<file path="src/source/t07_ext_regs.sv">
`timescale 1ns/1ps
`default_nettype none

module t07_ext_regs (
    input  logic        clk,
    input  logic        rst_n,
    input  logic        reg_rd,         // cpu read level
    input  logic [4:0]  reg_addr,
    input  logic        reg_load_en,    // external write port
    input  logic [4:0]  reg_load_addr,
    input  logic [31:0] reg_load_data,
    output logic [31:0] reg_data,
    output logic        reg_ack,
    output logic        reg_cs
);
    logic [31:0] regs [32];
    logic        load_q;  // load seen last cycle
    logic        rd_q;    // read already running

    assign reg_cs   = !(reg_load_en || load_q);  // low during load and the cycle after
    assign reg_ack  = reg_rd && !rd_q;           // first read cycle only
    assign reg_data = regs[reg_addr];

    always_ff @(posedge clk or negedge rst_n) begin
        if (!rst_n) begin
            load_q <= 1'b0;
            rd_q   <= 1'b0;
            for (int i = 0; i < 32; i++) regs[i] <= '0;
        end else begin
            load_q <= reg_load_en;
            rd_q   <= reg_rd;
            if (reg_load_en) regs[reg_load_addr] <= reg_load_data;
        end
    end

endmodule

`default_nettype wire

</file>
<file path="config.mk">
export PLATFORM = sky130hd
export DESIGN_NAME = t07_ext_regs
export DESIGN_NICKNAME = d
export VERILOG_FILES = /design/src/source/t07_ext_regs.sv
export SDC_FILE = /design/constraint.sdc
export NUM_CORES = 1
export LEC_CHECK = 0
export BUFFER_PORTS_ARGS = -buffer_cell sky130_fd_sc_hd__clkbuf_2
export CORE_UTILIZATION = 50
export CTS_CLUSTER_DIAMETER = 40
export DETAILED_ROUTE_END_ITERATION = 7
export HOLD_SLACK_MARGIN = 0.12
export PLACE_DENSITY = 0.65
export SLEW_MARGIN = 10
export SYNTH_ARGS = -nofsm -noshare
export SYNTH_HDL_FRONTEND = slang
export SYNTH_SLANG_ARGS = --single-unit
export TNS_END_PERCENT = 5
</file>
<file path="constraint.sdc">
create_clock -name clk -period 1.8 [get_ports clk]
set_clock_uncertainty 0.2 [all_clocks]
set_input_delay 0.09 -clock clk [delete_from_list [all_inputs] [get_ports clk]]
set_output_delay 0.09 -clock clk [all_outputs]
set_load 0.005 [all_outputs]
</file>
==> results.yml <==
yosys:
  yosys-top-cells-area: "dfrtp_1 (54%), mux2_2 (24%), mux2i_1 (11%)"
  postSynthCellCount: 3451
  synth_edf_count: 0
  synthArstFlopShare_pct: 100
  synth_flop_cell: "dfrtp_1"
  ys.warnings.count: 0
  synth_top_area_share_pct: 54.5
  seq_area_frac_synth_pct: 54.5
  synth_nets: 3497
  syn_area_per_cell_um2: 13.7
  syn-cell-area_mm2: 0.0471
  synth_seq_cells: 1026
  synth.largest_area_cell: "dfrtp_1"
  synth_commonest_cells: "dfrtp_1 (1026), mux2_2 (1006), mux2i_1 (512)"
  yosysUniqueCellTypes: 27
  yosysMostFrequentCell: "dfrtp_1"
power:
  power.internal_mw: 52.3
  pwr-share-seq_pct: 42.8
  peakVddDrop_v: 0.000665
  pwr-share-comb_pct: 14.3
  p_sw_mw: 17.7
  p_clk_share_pct: 42.9
  leakage_nw: 27.2
  power_density_mw_per_mm2: 1220
  switching_share_pct: 25.3
layout:
  fin_nets: 3748
  final_util_pct: 61.7
  final-seq-area_mm2: 0.0257
  design_area_mm2: 0.0576
  layoutNonFillerInstCount: 5076
  drive_gt1_share_pct: 44.5
  fillerInstances: 7051
  multi_input_area_mm2: 0.0203
  syn2layout_area_growth_pct: 22.1
worst_setup_path:
  critPathKind: "register to output pin"
  crit_path_end_kind: "output pin"
  worstPathArrival_ns: 2.14
  crit_path_max_fanout: 2
  critPathTopFamily: "compound AO/OA/AOI/OAI gates"
  path_cells: "mux2i_1 > a22o_1 > nor3_2 > a31oi_2 > nand3_2 > clkbuf_2"
  critPathMaxStageDelay_ns: 0.38
  required_ns: 1.51
  critPathBufInv: 1
  crit_slowest_cell: "dfrtp_1"
  critPathLaunchType: "register"
floorplanning:
  die_x_um: 309
  die_h_um: 309
  coreArea_mm2: 0.0933
  dieArea_mm2: 0.0955
  rows: 112
  start_util_pct: 50.5
  io_pins: 80
flow_run:
  cap_violations: 0
timing:
  period_share_pct: 135
  finalHoldViolCount: 0
  slew_violations: 0
  max_freq_mhz: 411
  worst_slack_ns: -0.631
  period_needed_ns: 2.43
  worst_pin_slew_ns: 0.657
  rsz0062_at_grt: "yes"
  whs_ns: 0.0944
  setup_viol: 53
  maxSlewHeadroom_pct: 56.2
detailed_routing:
  drt_wl_total_um: 132000
  drc: 0
  drtPass1Iterations: 6
  dr_total_vias: 30000
  ant_nets: 0
  vias_per_cell: 5.91
  wire_per_inst_um: 26.0
  drt_iter0_drc: 1995
clocking:
  root_buffer: "clkbuf_16"
  clkLatencyLatePin_ns: 0.74
  numCtsBuffers: 147
  clk_pin_slew_worst_paths_ns: 0.06
  clk_path_buf_depth: 3
  htreeDepth: 4
  cts.sinks: 1026
  cts_tree: "done"
run_status:
  status: "finished with violations"
  violations: "setup timing"
placement:
  portBuffers: 79
  dp.cells: 4757
  gp_congestion: 0.833
  dpl.hpwl_um: 82300
  dpl_cell_area_mm2: 0.0516
global_routing:
  grt_pass1_wl_um: 202000
  grt_pass1_vias: 32800
  antenna_found_initial: 1
  grt_use_total_pct: 28.1
  globalRoute.totalOverflow: 0
  grt_max_degree: 95
worst_hold_path:
  min_path_type: "input port to register"
[metrics by stage]
step	TNS, ns	power (mW)	setup slack, ns
6_report	-16.26	70.0	-0.631
5_1_grt	-19.61	72.8	-0.721
4_1_cts	-350.01	70.5	-0.667
3_5_place_dp	-184.07	40.1	-0.393
3_3_place_gp	-173.47	39.3	-0.373
2_1_floorplan	0	36.5	0.223
[state kept, by name (all words and copies together) (netlist names)]
register	cells
load_q	1
regs	1024
rd_q	1
[final cells by class]
| class | count | area share [%] |
|---|---|---|
| clock buffers | 182 | 7.01 |
| well taps | 1254 | 2.73 |
| flip-flops and latches | 1026 | 44.6 |
| repair buffers | 420 | 8.36 |
| clock inverters | 86 | 2.03 |
| diodes | 1 | 0.00435 |
| multi-input cells | 2107 | 35.3 |
[cells by family after synthesis]
logic type | synth area share, %
flip-flops | 54.5
buffers and inverters | 3.22
AND/OR/NAND/NOR | 2.82
multiplexers | 35.3
AO/OA/AOI/OAI | 4.16
[worst paths after layout]
kind                             start  depth (start not counted)      endpoint  slack (ns)
max                          regs[890]                          6  reg_data[26]       -0.63
min                        reg_load_en                          7     regs[198]        0.09
max reg2reg                  regs[899]                          2     regs[899]        0.73
min reg2reg                  regs[638]                          1     regs[638]        0.28
max in group asynchronous        rst_n                          5     regs[921]        0.28
min in group asynchronous        rst_n                          3     regs[588]        0.22
[tightest hold or removal path: cells and delay by family]
family / cells / cell delay, ns
AND/OR/NAND/NOR: 2 / 0.15
buffers and inverters: 4 / 0.54
multiplexers: 1 / 0.21
[power groups by stage]
stage / Clock, mW / Combinational (mW) / Sequential (mW)
floorplan: 0 / 7.03 / 29.4
global placement: 0 / 9.42 / 29.8
detailed placement: 0 / 9.88 / 30.2
CTS: 30.5 / 10.1 / 29.9
global route: 31.5 / 10.9 / 30.4
finish: 30.0 / 10.0 / 30.0
[placed cells by master, fill, tap and decap left out, types with 44 or more instances in the layout]
cell,count
dfrtp_1,1026
mux2_2,1006
mux2i_1,512
buf_4,158
clkbuf_16,152
buf_12,135
nand2_1,97
a22oi_1,96
a21oi_1,96
nand3_1,87
clkbuf_2,76
a22o_1,64
dlygate4sd3_1,44
[routing by layer]
metal  part of all wire [%]  track usage (%)
met3                    3.9             4.08
met5                      0                0
met2                     50             48.2
met4                    2.8             9.50
met1                     43             36.6
[repair_timing]
item                                     CTS  global route
setup buffers                              0             3
gates resized for setup                   23            20
cloned                                     0             1
pin swaps                                 12            13
hold endpoints to repair                2052           481
endpoints found under the setup margin    32           822
hold buffers                              43             6
Note: power is estimated with default switching activity, not from simulation.
