## src/source/t07_mmio_pkg.sv

```systemverilog
`default_nettype none

package t07_mmio_pkg;

    // request kind driven by the cpu side handler
    typedef enum logic [1:0] {
        RWI_IDLE  = 2'b00,  // nothing on the bus
        RWI_WRITE = 2'b01,  // store
        RWI_READ  = 2'b10,  // load
        RWI_FETCH = 2'b11   // instruction fetch
    } rwi_e;

    // handler fsm states
    typedef enum logic [1:0] {
        ST_IDLE  = 2'b00,
        ST_ISSUE = 2'b01,
        ST_WAIT  = 2'b10
    } hstate_e;

    // address map, each region starts just above the previous bound
    localparam logic [31:0] REG_LO  = 32'd1024;  // top of fetch space
    localparam logic [31:0] REG_HI  = 32'd1056;  // top of external registers
    localparam logic [31:0] DMEM_HI = 32'd1792;  // top of data memory
    localparam logic [31:0] TFT_HI  = 32'd2048;  // tft region ends below this

    localparam logic [7:0]  EXT_PAGE = 8'h33;          // memory page byte
    localparam logic [31:0] NO_INSTR = 32'hDEADBEEF;   // filler when no fetch routed

endpackage

`default_nettype wire
```

## src/source/t07_mem_handler.sv

```systemverilog
`timescale 1ns/1ps
`default_nettype none

module t07_mem_handler (
    input  logic               clk,
    input  logic               rst_n,
    input  logic               cmd_valid,   // one cycle strobe, only seen while idle
    input  t07_mmio_pkg::rwi_e cmd_op,
    input  logic [31:0]        cmd_addr,
    input  logic [31:0]        cmd_wdata,
    input  logic               busy,        // from router
    input  logic [31:0]        load_data,
    input  logic [31:0]        instr,
    output logic               cmd_idle,
    output logic               done,
    output logic [31:0]        rdata,
    output t07_mmio_pkg::rwi_e rwi,
    output logic [31:0]        addr,
    output logic [31:0]        mem_data
);
    import t07_mmio_pkg::*;

    hstate_e     state;
    logic [31:0] result;  // value picked by request kind
    logic        finish;  // busy seen low while waiting

    assign cmd_idle = (state == ST_IDLE);
    assign finish   = (state == ST_WAIT) && !busy;

    // fetch returns the instruction path, load the data path, store gives zero
    always_comb begin
        unique case (rwi)
            RWI_FETCH: result = instr;
            RWI_READ:  result = load_data;
            default:   result = '0;
        endcase
    end

    always_ff @(posedge clk or negedge rst_n) begin
        if (!rst_n) begin
            state <= ST_IDLE;
            rwi   <= RWI_IDLE;
            addr  <= '0;
            done  <= 1'b0;
        end else begin
            done <= 1'b0;  // single cycle pulse
            unique case (state)
                ST_IDLE: if (cmd_valid) begin
                    state <= ST_ISSUE;
                    rwi   <= cmd_op;    // request goes out next cycle
                    addr  <= cmd_addr;
                end
                ST_ISSUE: state <= ST_WAIT;  // one full cycle before busy counts
                ST_WAIT: if (!busy) begin
                    state <= ST_IDLE;
                    rwi   <= RWI_IDLE;  // drop request with done
                    done  <= 1'b1;
                end
                default: state <= ST_IDLE;
            endcase
        end
    end

    always_ff @(posedge clk) begin
        if (cmd_idle && cmd_valid) mem_data <= cmd_wdata;
        if (finish) rdata <= result;
    end

endmodule

`default_nettype wire

```

## config.mk

```make
export PLATFORM = sky130hd
export DESIGN_NAME = t07_mem_handler
export DESIGN_NICKNAME = d
export VERILOG_FILES = /design/src/source/t07_mmio_pkg.sv /design/src/source/t07_mem_handler.sv
export SDC_FILE = /design/constraint.sdc
export NUM_CORES = 1
export LEC_CHECK = 0
export BUFFER_PORTS_ARGS = -buffer_cell sky130_fd_sc_hd__buf_2
export CORE_ASPECT_RATIO = 0.7
export CORE_MARGIN = 2
export CORE_UTILIZATION = 25
export CTS_BUF_LIST = sky130_fd_sc_hd__clkbuf_4 sky130_fd_sc_hd__clkbuf_8
export DETAILED_ROUTE_END_ITERATION = 8
export PLACE_DENSITY = 0.57
export SYNTH_ARGS = -nofsm -noshare
export SYNTH_HDL_FRONTEND = slang
export SYNTH_SLANG_ARGS = --single-unit
```

## constraint.sdc

```tcl
create_clock -name clk -period 4.3 [get_ports clk]
set_clock_uncertainty 0.05 [all_clocks]
set_input_delay 0.86 -clock clk [delete_from_list [all_inputs] [get_ports clk]]
set_output_delay 0.86 -clock clk [all_outputs]
set_load 0.005 [all_outputs]
```

==> metrics.cfg <==
[outcome]
outcome=finished, final reports clean

[critical_path]
r2r-end=rdata[24]
slowest_delay_ps=1010
worstPathCellList=buf_2
startpoint=rwi[0]
path_buf_inv=1
endpoint_kind=output pin
reg2regPathDepth=2
crit_type=flop to output pin
slowest_stage=dfrtp_2
cp_max_fo=35
reg2reg_from=state[1]
critPathLaunchType=flop
cp.depth=1
required_ps=3390
arrival_ps=1630
cp_top_family=flip-flops
r2r_slack_ps=2390

[global_route]
grt_use_total=0.109
grt_pass1_vias=2635
grt_pass1_wl_um=14100
antenna_found_initial=0
grt-ovfl-total=0
grt_max_degree=39

[placed_design]
gp_congestion=0.766
dp_slack_ps=1970
dpl-instance-area_um2=5290
port_buffers=233
dp_hpwl_um=7200

[die]
dieArea_um2=16700
core_area_um2=15400
num_rows=38
die_h_um=109
ios=234
die_w_um=154
start_util=0.255

[yosys]
yosysWarningCount=0
synthArstFlopShare=0.366
synth_top_flop_cell=edfxtp_1
synth_most_common_cell=edfxtp_1
yosysTopAreaCell=edfxtp_1
synth_edf_count=64
yosys.area_share.simple=0.0715
synth_common_cells=64 x edfxtp_1, 37 x dfrtp_1, 32 x mux2i_1, 32 x nor2b_1, 31 x mux2_2
avgSynthCellArea_um2=17.6
muxShareOfSynthArea=0.174
synth_compound_area_frac=0.00766
syn_area_um2=3920
synth_top_family_by_area=multiplexers
synth_fa_ha_area_frac=0
synth_area_leaders=edfxtp_1 49%, dfrtp_1 24%, mux2_2 8.9%
yosysSeqAreaShare=0.726
synth_fp_nets=357
netlist.area_leader.share=0.490
yosysUniqueCellTypes=18
ys_seq_elements=101
synth_xor_area_frac=0
synthCells=223

[finish]
n_fill_cell=1536
seqCellArea_um2=2850
insertedDiodeCount=0
synthToLayoutAreaGrowth_pct=39.9
multi_input_area_um2=996
final_util=0.356
drive_gt1_frac=0.618
final_cell_area_um2=5490
final_nets=592

[sta]
rsz0062_at_grt=no
setup_viol=0
slew_violations=0
finalCriticalPeriod_ps=2540
max_slew.worst_pin.slew_ps=969
worst_slack_ps=1760
hold_ws_ps=443
timing.fmax_ghz=0.394
finalCritPeriodShare=0.591
hold_viol_final=0
slew_headroom=0.354
finalSetupTns_ps=0

[clock_tree]
cts_buffer_depth=2
numCtsBuffers=9
cts_resized=0
clk_latency_ps=350
cts_tree=done
cts.clk_slew.worst_paths_ps=110
cts_sinks=101
h-tree-depth=3
post_cts_buffers=0
postCtsHoldBufs=0
cts-root-buf=clkbuf_8

[run]
cap_violations=0

[drt]
drt_iter0_drc=122
wire_per_inst_um=14.1
ant_nets=0
drc_errors=0
firstDrtPassIters=4
vias=2709
wirelength_um=9350
viasPerCell=4.09

[pwr]
p_per_area_nw_per_um2=567
vdd_drop_max_uv=252
p_leak_nw=2.46

[min_path]
worstHoldStart=addr[18]
holdPathStages=1
min_to=addr[18]
hp-class=flop to flop

[kinds of logic after synthesis]
logic type,after synthesis
mux,64
buf+inv,13
flops,101
compound gates,4
simple gates,41
[layer usage]
metal / up-vias / track usage / wire (µm)
li1: 1283 / - / -
met1: 1295 / 0.144 / 4150
met2: 124 / 0.168 / 4360
met3: 7 / 0.0382 / 753
met4: 0 / 0.0393 / 92
met5: - / 0 / 0
[worst max path at each step]
stage / slack (ps) / endpoint
6_report: 1760 / rwi[0]
5_1_grt: 1620 / rwi[0]
4_1_cts: 1720 / rwi[0]
3_5_place_dp: 1970 / rdata[27]
3_3_place_gp: 2060 / rdata[23]
2_1_floorplan: 500 / rdata[0]
[per-stage QoR]
stage	cells	power [mW]
floorplan	223	2.12
global placement	647	2.53
detailed placement	647	2.57
CTS	663	3.18
global route	663	3.34
finish	663	3.11
[where the power goes]
part	total [mW]	internal (mW)	switching, mW
clock	0.595	0.232	0.363
combinational	0.913	0.538	0.375
sequential	1.60	1.38	0.227
total	3.11	2.15	0.965
[final cells by class]
class / instances / area share
well taps: 200 / 0.0456
multi-input cells: 109 / 0.181
repair buffers: 236 / 0.217
clock buffers: 9 / 0.0226
inverters: 1 / 0.000684
clock inverters: 7 / 0.0139
flip-flops and latches: 101 / 0.519
[cell usage in the layout, fill, tap and decap left out]
cell type | netlist | routed
dfrtp_2 | 0 | 1
a211o_1 | 2 | 2
nor3b_1 | 4 | 3
edfxtp_1 | 64 | 64
dfrtp_1 | 37 | 36
clkinv_8 | 0 | 1
nor2b_1 | 32 | 32
nor2_1 | 1 | 1
nor3b_2 | 0 | 1
inv_1 | 1 | 1
inv_6 | 0 | 1
mux2i_1 | 32 | 32
buf_4 | 0 | 3
buf_2 | 4 | 233
mux2_1 | 1 | 1
clkbuf_8 | 0 | 9
nor4bb_1 | 2 | 2
o21ai_0 | 1 | 1
inv_8 | 0 | 3
nand3b_1 | 1 | 1
nor3b_4 | 1 | 1
mux2_2 | 31 | 31
clkinv_4 | 0 | 2
a21o_1 | 1 | 1
[state kept, by name (all words and copies together), names as in the netlist]
register	cells
rdata	32
mem_data	32
state	2
done	1
rwi	2
addr	32
Note: power is estimated with default switching activity, not from simulation.
