--- src/source/t07_tft_port.sv ---
`timescale 1ns/1ps
`default_nettype none

module t07_tft_port #(
    parameter int TFT_CYCLES = 2  // ack length per write
) (
    input  logic        clk,
    input  logic        rst_n,
    input  logic        tft_wr,
    input  logic [31:0] tft_addr,
    input  logic [31:0] tft_data,
    output logic        tft_ack,
    output logic        pix_valid,
    output logic [31:0] pix_addr,
    output logic [31:0] pix_data
);
    localparam int CW = $clog2(TFT_CYCLES + 1);

    logic          started;  // current write already taken
    logic [CW-1:0] ack_cnt;  // remaining ack cycles after the first
    logic          first;

    assign first   = tft_wr && !started;
    assign tft_ack = first || (ack_cnt != '0);

    always_ff @(posedge clk or negedge rst_n) begin
        if (!rst_n) begin
            started   <= 1'b0;
            ack_cnt   <= '0;
            pix_valid <= 1'b0;
        end else begin
            started   <= tft_wr;  // clears once the write is removed
            pix_valid <= first;   // one pulse per write
            if (first) ack_cnt <= CW'(TFT_CYCLES - 1);
            else if (ack_cnt != '0) ack_cnt <= ack_cnt - 1'b1;
        end
    end

    always_ff @(posedge clk) begin
        if (first) begin
            pix_addr <= tft_addr;
            pix_data <= tft_data;
        end
    end

endmodule

`default_nettype wire

--- config.mk ---
export PLATFORM = sky130hd
export DESIGN_NAME = t07_tft_port
export DESIGN_NICKNAME = d
export VERILOG_FILES = /design/src/source/t07_tft_port.sv
export SDC_FILE = /design/constraint.sdc
export NUM_CORES = 1
export LEC_CHECK = 0
export BUFFER_PORTS_ARGS = -buffer_cell sky130_fd_sc_hd__clkbuf_2
export CAP_MARGIN = 10
export CORE_ASPECT_RATIO = 1.75
export CORE_MARGIN = 5
export CORE_UTILIZATION = 37
export CTS_CLUSTER_SIZE = 10
export DETAILED_ROUTE_END_ITERATION = 8
export PLACE_DENSITY_LB_ADDON = 0.15
export SYNTH_ARGS = -nofsm -noshare
export SYNTH_HDL_FRONTEND = slang
export SYNTH_SLANG_ARGS = --single-unit
--- constraint.sdc ---
create_clock -name clk -period 1.55 [get_ports clk]
set_input_delay 0.155 -clock clk [delete_from_list [all_inputs] [get_ports clk]]
set_output_delay 0.155 -clock clk [all_outputs]
set_load 0.005 [all_outputs]
==> impl_metrics.json, run 1 <==
{
  "max_freq_mhz": 742,
  "track_usage": 0.144,
  "crit_path_max_fanout": 4,
  "fin_cells": 368,
  "min_path_type": "in -> async",
  "die_w_um": 66.8,
  "wl_per_cell_um": 13.9,
  "initial_core_util": 0.377,
  "worst_pin_slew_ns": 0.287,
  "mappedNetlistNets": 146,
  "dp.cells": 288,
  "clkTransAtPathRegs_ns": 0.06,
  "grt-ovfl-total": 0,
  "via_count": 1515,
  "cpPeakStageDelay_ns": 0.36,
  "skew_ns": 0.00357,
  "post-dp-hpwl_mm": 3.39,
  "whs_ns": 0.173,
  "powerDensity_mw_per_mm2": 1010,
  "synthesis.area_sq_mm": 0.00209,
  "post-route-min-period_ns": 1.35,
  "grtUsageMet2": 0.247,
  "coreArea_sq_mm": 0.00554,
  "swShare": 0.212,
  "intPower_uw": 2940,
  "cts_buffers": 9,
  "grt_use_met3": 0.0532,
  "crit_path_start_kind": "flop",
  "ios": 133,
  "synth_seq_cells": 68,
  "grt_max_degree": 43,
  "die_h_um": 109,
  "grt_pass1_vias": 1597,
  "grt_pass1_wl_mm": 7.31,
  "path_cells": "inv_1, ha_1, nand2_1, clkbuf_2",
  "max-slew-margin-rel": 0.808,
  "avgSynthCellArea_sq_um": 26.8,
  "drc": 0,
  "p_leak_uw": 0.00160,
  "layout-drive-gt1-share": 0.507,
  "fp.dieArea_sq_mm": 0.00731,
  "end_kind": "primary output",
  "setup_viol_count_final": 0,
  "busiest_layer": "met2",
  "rows": 36,
  "post-route-period-util": 0.869,
  "cts_buffer_depth": 2,
  "place_congestion": 0.647,
  "root_buffer": "clkbuf_8",
  "power_frac_comb": 0.126,
  "cts_tree": "built",
  "clkPwrFrac": 0.298,
  "hold_viol": 0,
  "crit_slowest_cell": "dfrtp_1",
  "dr.pass1.iters": 4,
  "crit_arrival_ns": 1.19,
  "antenna_found_initial": 0,
  "drv_cap": 0,
  "fin_area_sq_mm": 0.00368,
  "worst-setup-path-type": "reg -> out",
  "diodes": 0,
  "nNetsFinal": 357,
  "ys_types": 10,
  "slew_viol_final": 0,
  "drt_iter0_drc": 75,
  "cts_setup_buffers": 0,
  "status": "finished, final reports clean",
  "clock_latency_ns": 0.33,
  "dpl_cell_area_sq_mm": 0.00288,
  "seq_area_frac_synth": 0.968,
  "port_buffers": 132,
  "setup_tns_ns": 0,
  "pwr-share-seq": 0.577,
  "yosys_warnings": 0,
  "switchingPower_uw": 792,
  "use_met1": 0.136,
  "power.total_uw": 3740,
  "htree_num_levels": 3,
  "clock_sinks": 68,
  "synth_cells": 78,
  "rsz0062_at_grt": "no",
  "worstPathRequired_ns": 1.39,
  "via_per_inst": 4.12,
  "totalWireLength_mm": 5.11,
  "syn_to_final_growth_pct": 76.2,
  "ir_worst_vdd_uv": 774,
  "r2r.worst_path.cells": 3,
  "ant_nets": 0
}
layer usage:
metal | vias to the layer above | share of wire
li1 | 723 | -
met1 | 695 | 0.31
met2 | 79 | 0.55
met3 | 18 | 0.082
met4 | 0 | 0.050
met5 | - | 0
cell usage in the layout, fill, tap and decap left out, types with 2 or more instances in the layout:
cell type,instances
clkbuf_2,132
dlygate4sd3_1,66
edfxtp_1,64
clkbuf_8,9
dfrtp_1,4
clkinv_1,3
nand2_1,2
inv_1,2
clkinv_2,2
power groups by stage:
| stage | registers, uW | logic (uW) | clock network (uW) |
|---|---|---|---|
| 2_1_floorplan | 2200 | 136 | 0 |
| 3_3_place_gp | 2190 | 331 | 0 |
| 3_5_place_dp | 2190 | 339 | 0 |
| 4_1_cts | 2160 | 475 | 1160 |
| 5_1_grt | 2160 | 519 | 1250 |
| 6_report | 2150 | 469 | 1110 |
worst paths after layout:
kind / from / endpoint / slack [ns]
min reg2reg: ack_cnt[0] / ack_cnt[0] / 0.52
min in group clk: tft_wr / started / 0.50
max in group asynchronous: rst_n / ack_cnt[0] / 1.25
max reg2reg: started / pix_data[27] / 0.30
max: ack_cnt[1] / tft_ack / 0.20
min: rst_n / pix_valid / 0.17
critical path: cells and delay by family, from the launching register on:
kind | cells | cell delay, ns
fa+ha+maj | 1 | 0.24
flops | 1 | 0.36
simple gates | 1 | 0.07
buf+inv | 2 | 0.20
cells in the mapped netlist:
| master | n | area [sq um] |
|---|---|---|
| xor2_1 | 1 | 8.76 |
| a211oi_2 | 1 | 12.5 |
| ha_1 | 1 | 12.5 |
| nand2_1 | 2 | 7.51 |
| dfrtp_1 | 4 | 100 |
| inv_2 | 1 | 3.75 |
| nand2b_2 | 1 | 8.76 |
| inv_1 | 2 | 7.51 |
| edfxtp_1 | 64 | 1920 |
| nor2b_1 | 1 | 6.26 |
kinds of logic (layout without fill, tap and decap cells):
kind of cell / count (synthesis) / after routing / share of synthesized area
AOI/OAI and AO/OA: 1 / 1 / 0.00599
buffers and inverters: 3 / 217 / 0.00539
adders and majority gates: 1 / 1 / 0.00599
and+or+nand+nor: 4 / 4 / 0.0108
xor gates and xnor gates: 1 / 1 / 0.00419
DFF: 68 / 68 / 0.968
registers in the layout (all words and copies together), names as in the netlist:
register and count:
started 1, pix_data 32, pix_valid 1, ack_cnt 2, pix_addr 32
through the flow:
step,utilization,setup slack (ns)
after CTS,0.664,0.165
after global routing,0.664,0.107
after global placement,0.519,0.313
final,0.664,0.203
after floorplan,-,0.189
after detailed placement,0.519,0.305
final cells by class:
class,instances,area (sq um)
well taps,76,95.1
flip-flops and latches,68,2020
clock buffers,9,124
clock inverters,5,21.3
multi-input cells,7,56.3
fillers,418,1860
inverters,3,13.8
repair buffers,200,1350
repair_timing:
| action | in CTS | in global routing |
|---|---|---|
| resized for setup | 0 | 0 |
| hold endpoints to repair | 69 | 0 |
| hold buffers | 66 | 0 |
No activity file was read; power rests on OpenSTA's default activity.
==> run 2, diff against run 1 <==
HOLD_SLACK_MARGIN = 0.03   (was default)
PLACE_DENSITY = 0.73   (was default)
PLACE_DENSITY_LB_ADDON = default   (was 0.15)
==> run 2 against run 1 <==
Net effect:
- sequential power hardly changed
- clock power grew 21%
- via count fell by 0.92%
- die area unchanged
- largest power group unchanged
==> impl_metrics.json, run 2 (synthesized netlist as in run 1, its figures left out) <==
{
  "r2r.worst_path.cells": 3,
  "drt_iter0_drc": 80,
  "coreArea_sq_mm": 0.00554,
  "cts_buffer_depth": 2,
  "switchingPower_uw": 847,
  "antenna_found_initial": 0,
  "root_buffer": "clkbuf_8",
  "ios": 133,
  "endpoint": "tft_ack",
  "dr.pass1.iters": 4,
  "clock_sinks": 68,
  "rows": 36,
  "final_cell_mix": "132 x clkbuf_2, 66 x dlygate4sd3_1, 64 x edfxtp_1",
  "htree_num_levels": 3,
  "grt_pass1_vias": 1724,
  "rsz0062_at_grt": "no",
  "worst_pin_slew_ns": 0.248,
  "clock_latency_ns": 0.32,
  "p_leak_uw": 0.00162,
  "hold_viol": 0,
  "pwr-share-seq": 0.540,
  "totalWireLength_mm": 5.44,
  "reg2reg_from": "started",
  "place_congestion": 0.703,
  "wl_per_cell_um": 14.7,
  "startpoint": "ack_cnt[1]",
  "whs_ns": 0.169,
  "slew_viol_final": 0,
  "post-route-period-util": 0.899,
  "reg2reg_slack_ns": 0.33,
  "min_path_type": "in -> async",
  "intPower_uw": 3140,
  "die_w_um": 66.8,
  "crit_arrival_ns": 1.24,
  "clkTransAtPathRegs_ns": 0.07,
  "dp.cells": 288,
  "max_freq_mhz": 717,
  "cts_resized": 0,
  "crit_slowest_cell": "dfrtp_1",
  "grt_max_degree": 51,
  "grt_pass1_wl_mm": 7.99,
  "via_per_inst": 4.06,
  "path_cells": "inv_1, ha_1, nand2_1, clkbuf_2",
  "drc": 0,
  "drv_cap": 0,
  "skew_ns": 0.00415,
  "port_buffers": 132,
  "track_usage": 0.155,
  "end_kind": "primary output",
  "cts_setup_buffers": 0,
  "nNetsFinal": 357,
  "postLayoutCoreUtil": 0.673,
  "setup_tns_ns": 0,
  "diodes": 0,
  "swShare": 0.212,
  "status": "finished, final reports clean",
  "layout-drive-gt1-share": 0.517,
  "cts_tree": "built",
  "fin_cells": 370,
  "clkPwrFrac": 0.336,
  "dpl_cell_area_sq_mm": 0.00288,
  "final_common_cell": "clkbuf_2",
  "grt-ovfl-total": 0,
  "ir_worst_vdd_uv": 830,
  "cts_hold_buffers": 66,
  "cts_buffers": 9,
  "crit_path_start_kind": "flop",
  "die_h_um": 109,
  "setup_viol_count_final": 0,
  "powerDensity_mw_per_mm2": 1070,
  "via_count": 1501,
  "worstPathRequired_ns": 1.39,
  "worst-setup-path-type": "reg -> out",
  "max-slew-margin-rel": 0.834,
  "syn_to_final_growth_pct": 78.4,
  "r2r_end": "pix_addr[9]",
  "fp.dieArea_sq_mm": 0.00731,
  "initial_core_util": 0.377,
  "top_regs": "pix_addr: 32 flops, pix_data: 32 flops, ack_cnt: 2 flops",
  "crit_path_max_fanout": 4,
  "fin_area_sq_mm": 0.00373,
  "cpPeakStageDelay_ns": 0.36,
  "post-route-min-period_ns": 1.39,
  "ant_nets": 0,
  "power_frac_comb": 0.124
}
==> run 2: cell count changes in the layout (fill, tap and decap cells not counted), sizes merged <==
cell      before  now
bufinv         0    1
clkinvlp       0    2
clkinv         5    4
==> run 2: power by group through the flow <==
stage / sequential [uW] / combinational, uW / clock (uW)
final: 2160 / 494 / 1340
after global routing: 2170 / 549 / 1490
after CTS: 2150 / 491 / 1400
after detailed placement: 2190 / 354 / 0
after global placement: 2190 / 327 / 0
after floorplan: 2200 / 136 / 0
==> run 2: metal layers <==
layer / wire length [um] / up-vias / track usage
met5: 0 / - / 0
met4: 167 / 0 / 0.0843
met3: 441 / 16 / 0.0501
met2: 3150 / 79 / 0.290
met1: 1680 / 681 / 0.143
li1: - / 725 / -
==> run 2: final cells by class <==
| cell class | count | area [sq um] |
|---|---|---|
| well taps | 76 | 95.1 |
| flip-flops and latches | 68 | 2020 |
| multi-input cells | 7 | 56.3 |
| inverters | 3 | 13.8 |
| fillers | 383 | 1810 |
| clock inverters | 7 | 67.6 |
| clock buffers | 9 | 124 |
| repair buffers | 200 | 1350 |
==> run 2: per-stage QoR <==
step	setup WS [ns]	power [uW]
after floorplan	0.189	2340
after global placement	0.359	2520
after detailed placement	0.335	2550
after CTS	0.182	4050
after global routing	0.0782	4210
final	0.156	3990
==> run 2: worst min-delay path by stage <==
stage               cells after the start         end
finish                                  2   pix_valid
global route                            2   pix_valid
CTS                                     2   pix_valid
detailed placement                      1  ack_cnt[1]
global placement                        1   pix_valid
floorplan                               0  ack_cnt[0]
==> run 2: critical path: cells and delay by family (launching register included) <==
kind	cells	cell delay [ns]
adders and majority gates	1	0.26
and+or+nand+nor	1	0.09
buffers and inverters	2	0.21
DFF	1	0.36
