## src/source/t07_mmio_pkg.sv

```systemverilog
`default_nettype none

package t07_mmio_pkg;

    // request kind driven by the cpu side handler
    typedef enum logic [1:0] {
        RWI_IDLE  = 2'b00,  // nothing on the bus
        RWI_WRITE = 2'b01,  // store
        RWI_READ  = 2'b10,  // load
        RWI_FETCH = 2'b11   // instruction fetch
    } rwi_e;

    // handler fsm states
    typedef enum logic [1:0] {
        ST_IDLE  = 2'b00,
        ST_ISSUE = 2'b01,
        ST_WAIT  = 2'b10
    } hstate_e;

    // address map, each region starts just above the previous bound
    localparam logic [31:0] REG_LO  = 32'd1024;  // top of fetch space
    localparam logic [31:0] REG_HI  = 32'd1056;  // top of external registers
    localparam logic [31:0] DMEM_HI = 32'd1792;  // top of data memory
    localparam logic [31:0] TFT_HI  = 32'd2048;  // tft region ends below this

    localparam logic [7:0]  EXT_PAGE = 8'h33;          // memory page byte
    localparam logic [31:0] NO_INSTR = 32'hDEADBEEF;   // filler when no fetch routed

endpackage

`default_nettype wire
```

## src/source/t07_mmio.sv

```systemverilog
`timescale 1ns/1ps
`default_nettype none

module t07_mmio (
    input  t07_mmio_pkg::rwi_e rwi,
    input  logic [31:0]        addr,
    input  logic [31:0]        mem_data,   // store data from handler
    input  logic [31:0]        ext_data,   // memory read data
    input  logic               wb_busy,
    input  logic [31:0]        reg_data,
    input  logic               reg_ack,
    input  logic               reg_cs,     // low while a register is being loaded
    input  logic               tft_ack,
    output logic               busy,
    output logic [31:0]        load_data,
    output logic [31:0]        instr,
    output logic               reg_rd,
    output logic [4:0]         reg_addr,
    output logic               tft_wr,
    output logic [31:0]        tft_addr,
    output logic [31:0]        tft_data,
    output logic               wb_read,
    output logic               wb_write,
    output logic [31:0]        wb_addr,
    output logic [31:0]        wb_wdata
);
    import t07_mmio_pkg::*;

    logic in_fetch, in_reg, in_dmem, in_tft;   // address region
    logic hit_fetch, hit_reg, hit_dmem, hit_tft;  // region and kind agree

    assign in_fetch = (addr <= REG_LO);
    assign in_reg   = (addr > REG_LO) && (addr <= REG_HI);
    assign in_dmem  = (addr > REG_HI) && (addr <= DMEM_HI);
    assign in_tft   = (addr > DMEM_HI) && (addr < TFT_HI);

    assign hit_fetch = (rwi == RWI_FETCH) && in_fetch;
    assign hit_reg   = (rwi == RWI_READ) && in_reg;   // registers are read only
    assign hit_dmem  = ((rwi == RWI_READ) || (rwi == RWI_WRITE)) && in_dmem;
    assign hit_tft   = (rwi == RWI_WRITE) && in_tft;  // tft is write only

    // busy merge, first match wins
    always_comb begin
        if (tft_ack || wb_busy) busy = 1'b1;
        else if (hit_reg && reg_cs) busy = reg_ack;
        else if (hit_reg) busy = 1'b1;  // hold until chip select returns
        else busy = 1'b0;
    end

    always_comb begin
        load_data = '0;
        instr     = NO_INSTR;
        reg_rd    = 1'b0;
        reg_addr  = '0;
        tft_wr    = 1'b0;
        tft_addr  = '0;
        tft_data  = '0;
        wb_read   = 1'b0;
        wb_write  = 1'b0;
        wb_addr   = '0;
        wb_wdata  = '0;

        if (hit_fetch) begin
            wb_read = 1'b1;
            wb_addr = {EXT_PAGE, addr[23:0]};  // memory page
            instr   = ext_data;
        end else if (hit_dmem) begin
            wb_addr = {EXT_PAGE, addr[23:0]};
            if (rwi == RWI_WRITE) begin
                wb_write = 1'b1;
                wb_wdata = mem_data;
            end else begin
                wb_read   = 1'b1;
                load_data = ext_data;
            end
        end else if (hit_reg && reg_cs) begin
            reg_rd    = 1'b1;
            reg_addr  = addr[4:0];   // low bits pick the register
            load_data = reg_data;
        end else if (hit_tft) begin
            tft_wr   = 1'b1;
            tft_addr = addr;
            tft_data = mem_data;
        end
    end

endmodule

`default_nettype wire

```

## config.mk

```make
export PLATFORM = sky130hd
export DESIGN_NAME = t07_mmio
export DESIGN_NICKNAME = d
export VERILOG_FILES = /design/src/source/t07_mmio_pkg.sv /design/src/source/t07_mmio.sv
export SDC_FILE = /design/constraint.sdc
export NUM_CORES = 1
export LEC_CHECK = 0
export BUFFER_PORTS_ARGS = -buffer_cell sky130_fd_sc_hd__clkbuf_2
export CAP_MARGIN = 20
export CORE_AREA = 2 2 130 132
export DETAILED_ROUTE_END_ITERATION = 8
export DIE_AREA = 0 0 132 134
export GPL_TIMING_DRIVEN = 0
export PLACE_DENSITY = 0.51
export SETUP_SLACK_MARGIN = 0.2
export SLEW_MARGIN = 20
export SYNTH_ARGS = -nofsm -noshare
export SYNTH_HDL_FRONTEND = slang
export SYNTH_SLANG_ARGS = --single-unit
```

## constraint.sdc

```tcl
create_clock -name vclk -period 4.9
set_input_delay 0.49 -clock vclk [all_inputs]
set_output_delay 0.49 -clock vclk [all_outputs]
set_load 0.03 [all_outputs]
```

==> results.py, run 1 <==
metrics = {
    "die": {
        "io_pins": 336,
        "initial_core_util_pct": 13.0,
        "die_h_um": 134,
        "rows": 47,
        "die-area_mm2": 0.0177,
        "die_width_um": 132,
        "core_mm2": 0.0163,
    },
    "place": {
        "place_ws_ns": 1.36,
        "hpwl_um": 10800,
        "place_congestion": 0.834,
        "dp.cells": 879,
        "dpl_cell_area_mm2": 0.00403,
        "portBuffers": 298,
    },
    "layout": {
        "clkbuf_count": 0,
        "fin_cells": 879,
        "utilization_pct": 24.7,
        "drive_above_1_share_pct": 61.3,
        "n_antenna_cell": 0,
        "fin_nets": 798,
        "final_common_cell": "clkbuf_2",
        "seq_cells": 0,
        "area_delta_synth_final_pct": 89.8,
        "final_cell_mix": "298 x clkbuf_2, 46 x buf_4, 45 x and2_1",
        "register_area_um2": 0,
        "final_area_mm2": 0.00403,
    },
    "outcome": {
        "status": "finished, final reports clean",
    },
    "grt": {
        "grt_util_all_layers_pct": 12.2,
        "grt_pass1_vias": 3011,
        "grt_overflow": 0,
        "grt_pass1_wl_um": 17500,
        "grt_max_degree": 11,
        "antenna_found_initial": 0,
    },
    "sta": {
        "drv_slew": 0,
        "finalCriticalPeriod_ns": 3.47,
        "worst_slack_ns": 1.43,
        "setup_violations": 0,
        "hold_viol_final": 0,
        "fmax_ghz": 0.288,
        "slew-limit-headroom_pct": 54.1,
        "grt_setup_unrepaired": "no",
        "worstMarginPinSlew_ns": 0.682,
        "period_share_pct": 70.9,
        "hold_ws_ns": 1.32,
        "fin_setup_tns_ns": 0,
    },
    "synth": {
        "synthesis.instances": 324,
        "ys_types": 34,
        "yosysSeqAreaShare_pct": 0,
        "yosys_warnings": 0,
        "syn_area_per_cell_um2": 6.55,
        "syn_area_mm2": 0.00212,
    },
    "clocking": {
        "postCtsSetupRepairBufs": 0,
        "holdBufCountCts": 0,
        "cts.repair.resized": 0,
    },
    "job": {
        "maxCapViolCount": 0,
    },
    "power_and_ir_drop": {
        "p_per_area_mw_per_mm2": 39.1,
        "irDropWorstVdd_mv": 0.0228,
        "power.leakage_nw": 2.27,
        "p_total_mw": 0.158,
    },
    "critical_path": {
        "cp_max_fo": 10,
        "crit_type": "in -> out",
        "cp.arrival_ns": 2.98,
        "end_kind": "primary output",
        "cp.required_ns": 4.41,
        "crit_path_start": "addr[0]",
        "worstSetupEndpoint": "load_data[13]",
        "worst_setup_path_start_kind": "input port",
    },
    "route": {
        "firstDrtPassIters": 4,
        "via_count": 3386,
        "wirelength_um": 12200,
        "ant_nets": 0,
        "viasPerCell": 3.85,
        "drc": 0,
        "wl_per_cell_um": 13.8,
        "drt_iter0_markers": 145,
    },
    "worst_hold_path": {
        "hold_path.class": "in -> out",
    },
}
-- cell families (layout without fill, tap and decap cells) --
kind of cell | after synthesis | after routing | synth area share, %
compound gates | 55 | 55 | 23.4
buf+inv | 114 | 412 | 28.8
other cells | 1 | 38 | 0.177
fa+ha+maj | 3 | 3 | 1.77
simple gates | 151 | 151 | 45.8
-- Yosys cell counts (all sizes together) --
| library cell | n | share of area, % |
|---|---|---|
| or4 | 1 | 0.53 |
| ha | 3 | 1.8 |
| a311o | 1 | 0.47 |
| clkbuf | 15 | 2.7 |
| and3 | 1 | 0.29 |
| nand3 | 4 | 0.94 |
| nor3b | 1 | 0.35 |
| nor2 | 11 | 1.9 |
| a31o | 1 | 0.41 |
| nand2b | 1 | 0.29 |
| a32o | 32 | 15 |
| a211o | 1 | 0.41 |
| a21oi | 12 | 2.8 |
| o31ai | 1 | 1.0 |
| and2 | 45 | 13 |
| buf | 55 | 18 |
| or3 | 3 | 0.88 |
| nand4 | 4 | 1.5 |
| nor3 | 35 | 13 |
| nor4 | 9 | 2.9 |
| or2 | 24 | 7.1 |
| a211oi | 2 | 0.71 |
| conb | 1 | 0.18 |
| o211ai | 1 | 0.35 |
| and4 | 2 | 0.83 |
| inv | 44 | 7.8 |
| a31oi | 2 | 0.59 |
| o21ai | 1 | 0.24 |
| nand2 | 10 | 1.8 |
| a2111oi | 1 | 1.3 |
-- cell type report --
type	instances	area, um2
Multi-Input combinational cell	247	1650
Fill cell	1892	12300
Timing Repair Buffer	298	1490
Tap cell	220	275
Buffer	70	447
Inverter	44	165
-- power by group --
part           switching (mW)  internal (mW)  total (mW)
clock                       0              0           0
sequential                  0              0           0
combinational          0.0903         0.0673       0.158
total                  0.0903         0.0673       0.158
-- worst min-delay path by stage --
stage,depth (start not counted),endpoint,slack (ns),from
after floorplan,2,wb_wdata[10],1.11,mem_data[10]
after global placement,4,instr[29],1.32,ext_data[29]
after detailed placement,4,instr[29],1.32,ext_data[29]
after CTS,4,instr[29],1.32,ext_data[29]
after global routing,4,wb_wdata[25],1.34,mem_data[25]
final,4,instr[29],1.32,ext_data[29]
-- critical path, cell delays in order --
cell and delay, ns:
clkbuf_2 0.14, nor4_1 0.64, nand3_1 0.39, a2111oi_4 0.43, clkbuf_1 0.47, a32o_1 0.21, clkbuf_2 0.21
-- per-layer routing --
| layer | wire [um] | up-vias | track usage [%] | share of wire, % |
|---|---|---|---|---|
| li1 | - | 1708 | - | - |
| met5 | 0 | - | 0 | 0 |
| met4 | 19 | 0 | 0.242 | 0.16 |
| met1 | 5590 | 1536 | 17.5 | 46 |
| met3 | 791 | 2 | 1.55 | 6.5 |
| met2 | 5750 | 140 | 20.5 | 47 |
Power figures use the tool's default switching activity.
==> inputs of run 2 (changes only) <==
--- a/config.mk
+++ b/config.mk
@@ -5,13 +5,14 @@
 export SDC_FILE = /design/constraint.sdc
 export NUM_CORES = 1
 export LEC_CHECK = 0
+export ABC_AREA = 1
 export BUFFER_PORTS_ARGS = -buffer_cell sky130_fd_sc_hd__clkbuf_2
 export CAP_MARGIN = 20
-export CORE_AREA = 2 2 130 132
+export CORE_AREA = 2 2 131 133
 export DETAILED_ROUTE_END_ITERATION = 8
-export DIE_AREA = 0 0 132 134
+export DIE_AREA = 0 0 133 135
 export GPL_TIMING_DRIVEN = 0
-export PLACE_DENSITY = 0.51
+export PLACE_DENSITY = 0.52
 export SETUP_SLACK_MARGIN = 0.2
 export SLEW_MARGIN = 20
 export SYNTH_ARGS = -nofsm -noshare
==> constraint.sdc (replaced) <==
create_clock -name vclk -period 2.8
set_input_delay 0.28 -clock vclk [all_inputs]
set_output_delay 0.28 -clock vclk [all_outputs]
set_load 0.03 [all_outputs]
==> run 2 against run 1 <==
Design area rose by 1.1%. Sequential cell count did not move. First-iteration DRC count rose by 4.8%. Synthesized area rose by 1.8%. Setup slack got worse by 0.97 ns. Total power rose by 89%. Critical path type unchanged. Largest power group unchanged. Critical endpoint is now tft_data[25]. Global-route usage fell by 1.0 points.
==> results.py, run 2 <==
metrics = {
    "outcome": {
        "status": "finished, final reports clean",
    },
    "critical_path": {
        "end_kind": "primary output",
        "slowest_stage": "nand4_1",
        "path_delay_family": "simple AND/OR/NAND/NOR gates",
        "cp_common_cell": "nor2_1",
        "crit_type": "in -> out",
        "cp_cell_sequence": "clkbuf_2, nor2_1, nand2_1, nor2_1, nand2_1, inv_2, nand4_1, buf_2, nor2_1, clkbuf_2",
        "crit_path_start": "addr[20]",
        "cp.required_ns": 2.52,
        "crit_buf_inv": 4,
        "worst_setup_path_start_kind": "input port",
        "cp_max_fo": 10,
        "cp.arrival_ns": 2.06,
        "slowest_delay_ns": 0.39,
    },
    "layout": {
        "drive_above_1_share_pct": 55.0,
        "num-fill-cells": 1969,
        "final_common_cell": "clkbuf_2",
        "clkbuf_count": 0,
        "fin_nets": 904,
        "n_antenna_cell": 0,
        "area_delta_synth_final_pct": 88.6,
        "register_area_um2": 0,
        "final_cell_mix": "299 x clkbuf_2, 94 x nor2_1, 71 x inv_1",
        "final_area_mm2": 0.00407,
        "seq_cells": 0,
    },
    "sta": {
        "slew-limit-headroom_pct": 61.1,
        "fmax_ghz": 0.427,
        "drv_slew": 0,
        "setup_violations": 0,
        "fin_setup_tns_ns": 0,
        "worstMarginPinSlew_ns": 0.584,
        "grt_setup_unrepaired": "no",
        "hold_viol_final": 0,
        "period_share_pct": 83.7,
        "finalCriticalPeriod_ns": 2.34,
    },
    "synth": {
        "yosysMostFrequentCell": "nor2_1",
        "ys_top_cells_by_area": "nor2_1 16%, buf_4 16%, inv_1 12%",
        "synth_top_family_by_area": "simple AND/OR/NAND/NOR gates",
        "yosysSeqAreaShare_pct": 0,
        "synthesis.instances": 431,
        "synthSimpleGateAreaFrac_pct": 63.2,
        "synth_fa_ha_area_share_pct": 1.74,
        "synth_xor_area_share_pct": 0,
        "yosys_warnings": 0,
        "yosys-top-cells-count": "94 x nor2_1, 71 x inv_1, 60 x nand2_1",
        "syn_area_per_cell_um2": 5.01,
        "syn_area_mm2": 0.00216,
        "synth_mux_area_share_pct": 0,
        "synth_compound_area_share_pct": 0.985,
        "yosysTopAreaCell": "nor2_1",
        "ys_types": 21,
        "synth_top_area_share_pct": 16.3,
    },
    "route": {
        "ant_nets": 0,
        "drc": 0,
        "firstDrtPassIters": 6,
        "viasPerCell": 3.70,
        "via_count": 3641,
        "wirelength_um": 11200,
        "wl_per_cell_um": 11.4,
        "drt_iter0_markers": 152,
    },
    "die": {
        "io_pins": 336,
        "die_h_um": 135,
        "core_mm2": 0.0164,
        "rows": 47,
        "die-area_mm2": 0.0180,
        "die_width_um": 133,
        "initial_core_util_pct": 13.2,
    },
    "grt": {
        "antenna_found_initial": 0,
        "grt_pass1_vias": 3218,
        "grt_util_all_layers_pct": 11.2,
        "grt_max_degree": 11,
        "grt_pass1_wl_um": 16700,
        "grt_overflow": 0,
    },
    "place": {
        "dpl_cell_area_mm2": 0.00406,
        "hpwl_um": 10200,
        "portBuffers": 297,
        "place_congestion": 0.779,
    },
    "worst_hold_path": {
        "hold_path.class": "in -> out",
        "hold_start": "ext_data[20]",
    },
    "clocking": {
        "holdBufCountCts": 0,
        "cts.repair.resized": 0,
        "postCtsSetupRepairBufs": 0,
    },
    "power_and_ir_drop": {
        "power.leakage_nw": 2.81,
        "irDropWorstVdd_mv": 0.0297,
        "p_per_area_mw_per_mm2": 73.0,
    },
    "job": {
        "maxCapViolCount": 0,
    },
}
[run 2: cell count changes in the layout (fill, tap and decap cells not counted), moves of 27 or more]
| cell | delta |
|---|---|
| nand2_1 | +50 |
| inv_1 | +27 |
| a32o_1 | -32 |
| and2_1 | -45 |
| nor2_1 | +83 |
| nor2_2 | +31 |
| nand3_1 | +31 |
| nand4_1 | +31 |
[run 2: per-layer routing]
metal / GRT usage, % / share of wire, % / vias up / wire length [um]
met4: 0.478 / 0.12 / 0 / 14
met3: 1.24 / 7.3 / 2 / 823
met2: 20.8 / 52 / 160 / 5820
met5: 0 / 0 / - / 0
li1: - / - / 1896 / -
met1: 14.5 / 41 / 1583 / 4590
[run 2: kinds of logic after synthesis]
group                    count (synthesis)
AND/OR/NAND/NOR                        283
other                                    1
adder cells (fa/ha/maj)                  3
buffers and inverters                  141
AO/OA/AOI/OAI                            3
[run 2: metrics by stage]
step | setup slack, ns | hold slack (ns) | instances | power [mW] | utilization, %
6_report | 0.457 | 0.898 | 985 | 0.297 | 24.8
5_1_grt | 0.200 | 0.918 | 985 | 0.327 | 24.8
4_1_cts | 0.245 | 0.905 | 985 | 0.296 | 24.7
3_5_place_dp | 0.250 | 0.904 | 985 | 0.295 | 24.7
3_3_place_gp | 0.287 | 0.898 | 985 | 0.294 | 24.7
2_1_floorplan | 0.809 | 0.703 | 468 | 0.173 | -
[run 2: worst paths after layout]
check                     endpoint  cells after the start
worst max-delay path  tft_data[25]                     10
worst min-delay path     instr[20]                      4
[run 2: power breakdown]
part | internal (mW) | switching, mW | total (mW)
combinational | 0.121 | 0.176 | 0.297
sequential | 0 | 0 | 0
clock | 0 | 0 | 0
[run 2: layout make-up]
cell class | count | area [um2] | area share (%)
multi-input combinational | 327 | 1580 | 38.7
timing repair buffer | 297 | 1490 | 36.5
buffer | 68 | 462 | 11.3
inverter | 73 | 274 | 6.73
tap | 220 | 275 | 6.76
==> inputs of run 3 (changes only) <==
==> constraint.sdc (replaced) <==
create_clock -name vclk -period 1.9
set_input_delay 0.19 -clock vclk [all_inputs]
set_output_delay 0.19 -clock vclk [all_outputs]
set_load 0.03 [all_outputs]
==> run 3 against run 2 <==
The flow now finishes with violations (negative setup slack). Utilization up 14 points. Setup slack worse by 0.57 ns. Non-clock buffer count up 42. Wire length up 24%. Die area unchanged. Final cell count up 4.3%. First-iteration DRC count up 2.6%. Worst hold slack worse by 0.20 ns. Via count up 9.1%. Sequential share of layout area unchanged. Largest cell class unchanged.
==> results.py, run 3 (synthesis gave the netlist of run 2 again) <==
metrics = {
    "outcome": {
        "status": "complete, but fails checks",
        "violations": "negative setup slack",
    },
    "sta": {
        "fin_setup_tns_ns": -4.24,
        "hold_viol_final": 0,
        "drv_slew": 0,
        "finalCriticalPeriod_ns": 2.02,
        "setup_violations": 73,
        "hold_ws_ns": 0.696,
        "grt_setup_unrepaired": "yes",
        "worst_slack_ns": -0.116,
        "fmax_ghz": 0.496,
        "period_share_pct": 106,
    },
    "worst_hold_path": {
        "worstHoldEndpoint": "instr[30]",
        "whs_path_depth": 3,
        "hold_start": "ext_data[30]",
        "hold_path.class": "in -> out",
    },
    "layout": {
        "n_antenna_cell": 0,
        "seq_cells": 0,
        "register_area_um2": 0,
        "drive_above_1_share_pct": 69.1,
        "final_cell_mix": "113 x clkbuf_2, 72 x buf_4, 57 x nor2_4",
        "utilization_pct": 39.0,
        "fin_nets": 946,
        "multi_input_area_mm2": 0.00209,
        "clkbuf_count": 0,
        "area_delta_synth_final_pct": 196,
        "final_common_cell": "clkbuf_2",
        "num-fill-cells": 1664,
    },
    "critical_path": {
        "cp.required_ns": 1.71,
        "end_kind": "primary output",
        "crit_type": "in -> out",
        "cp_max_fo": 9,
        "crit_path_start": "addr[18]",
        "worst_setup_path_start_kind": "input port",
        "cp.arrival_ns": 1.83,
    },
    "place": {
        "portBuffers": 297,
        "hpwl_um": 10200,
        "place_congestion": 0.808,
        "place_ws_ns": -0.560,
    },
    "power_and_ir_drop": {
        "p_per_area_mw_per_mm2": 86.5,
        "power.leakage_nw": 3.40,
        "irDropWorstVdd_mv": 0.0793,
    },
    "die": {
        "die-area_mm2": 0.0180,
        "io_pins": 336,
        "initial_core_util_pct": 13.2,
        "die_width_um": 133,
        "rows": 47,
        "core_mm2": 0.0164,
        "die_h_um": 135,
    },
    "route": {
        "via_count": 3973,
        "drc": 0,
        "viasPerCell": 3.87,
        "drt_iter0_markers": 156,
        "ant_nets": 0,
        "wl_per_cell_um": 13.6,
        "firstDrtPassIters": 4,
        "wirelength_um": 14000,
    },
    "job": {
        "maxCapViolCount": 0,
    },
    "grt": {
        "grt_pass1_wl_um": 19000,
        "grt_overflow": 0,
        "grt_max_degree": 11,
        "grt_pass1_vias": 3611,
        "antenna_found_initial": 0,
        "grt_util_all_layers_pct": 13.0,
    },
    "clocking": {
        "holdBufCountCts": 0,
    },
}
-- run 3: repair_timing --
| item | 4_1_cts | 5_1_grt |
|---|---|---|
| cloned | 5 | 4 |
| buffers inserted | 18 | 15 |
| hold endpoints to repair | 0 | 0 |
| endpoints found under the setup margin | 164 | 164 |
| pin swaps | 16 | 23 |
| gates resized for setup | 354 | 214 |
-- run 3: layer usage --
layer,routed length [um],GRT usage (%),vias up
li1,-,-,2001
met4,312,1.67,0
met3,1000,1.99,28
met1,5020,15.1,1753
met2,7660,25.5,191
met5,0,0,-
-- run 3: worst max path at each step --
stage	end	slack, ns
after floorplan	wb_addr[10]	0.16
after global placement	reg_addr[0]	-0.63
after detailed placement	reg_addr[0]	-0.56
after CTS	wb_addr[29]	-0.11
after global routing	wb_wdata[8]	-0.21
final	wb_wdata[8]	-0.12
-- run 3: power by group --
| part | total (mW) | leakage [nW] | internal, mW | switching [mW] |
|---|---|---|---|---|
| clock network | 0 | 0 | 0 | 0 |
| logic | 0.554 | 3.40 | 0.233 | 0.320 |
| registers | 0 | 0 | 0 | 0 |
-- run 3: layout make-up --
class                           count  area share [%]
Buffer                             68            9.13
Inverter                           73            4.50
Multi-Input combinational cell    327            32.7
Tap cell                          220            4.30
Timing Repair Buffer              339            49.4
-- run 3: worst max-delay path, cell delays in order --
cell and delay (ns):
buf_8 0.10, nor2_4 0.09, nand2_2 0.06, nor2_2 0.12, nand2_2 0.13, buf_6 0.15, nor2_4 0.08, nand3_2 0.09
nor2_4 0.12, buf_6 0.13, nand2_8 0.11, clkbuf_16 0.19, nor2_2 0.10, clkbuf_8 0.16
-- run 3: per-stage QoR --
| stage | power [mW] | instance area, um2 | std cells |
|---|---|---|---|
| 2_1_floorplan | 0.258 | 2360 | 468 |
| 3_3_place_gp | 0.440 | 4130 | 985 |
| 3_5_place_dp | 0.441 | 4130 | 985 |
| 4_1_cts | 0.475 | 5640 | 1008 |
| 5_1_grt | 0.597 | 6400 | 1027 |
| 6_report | 0.554 | 6400 | 1027 |
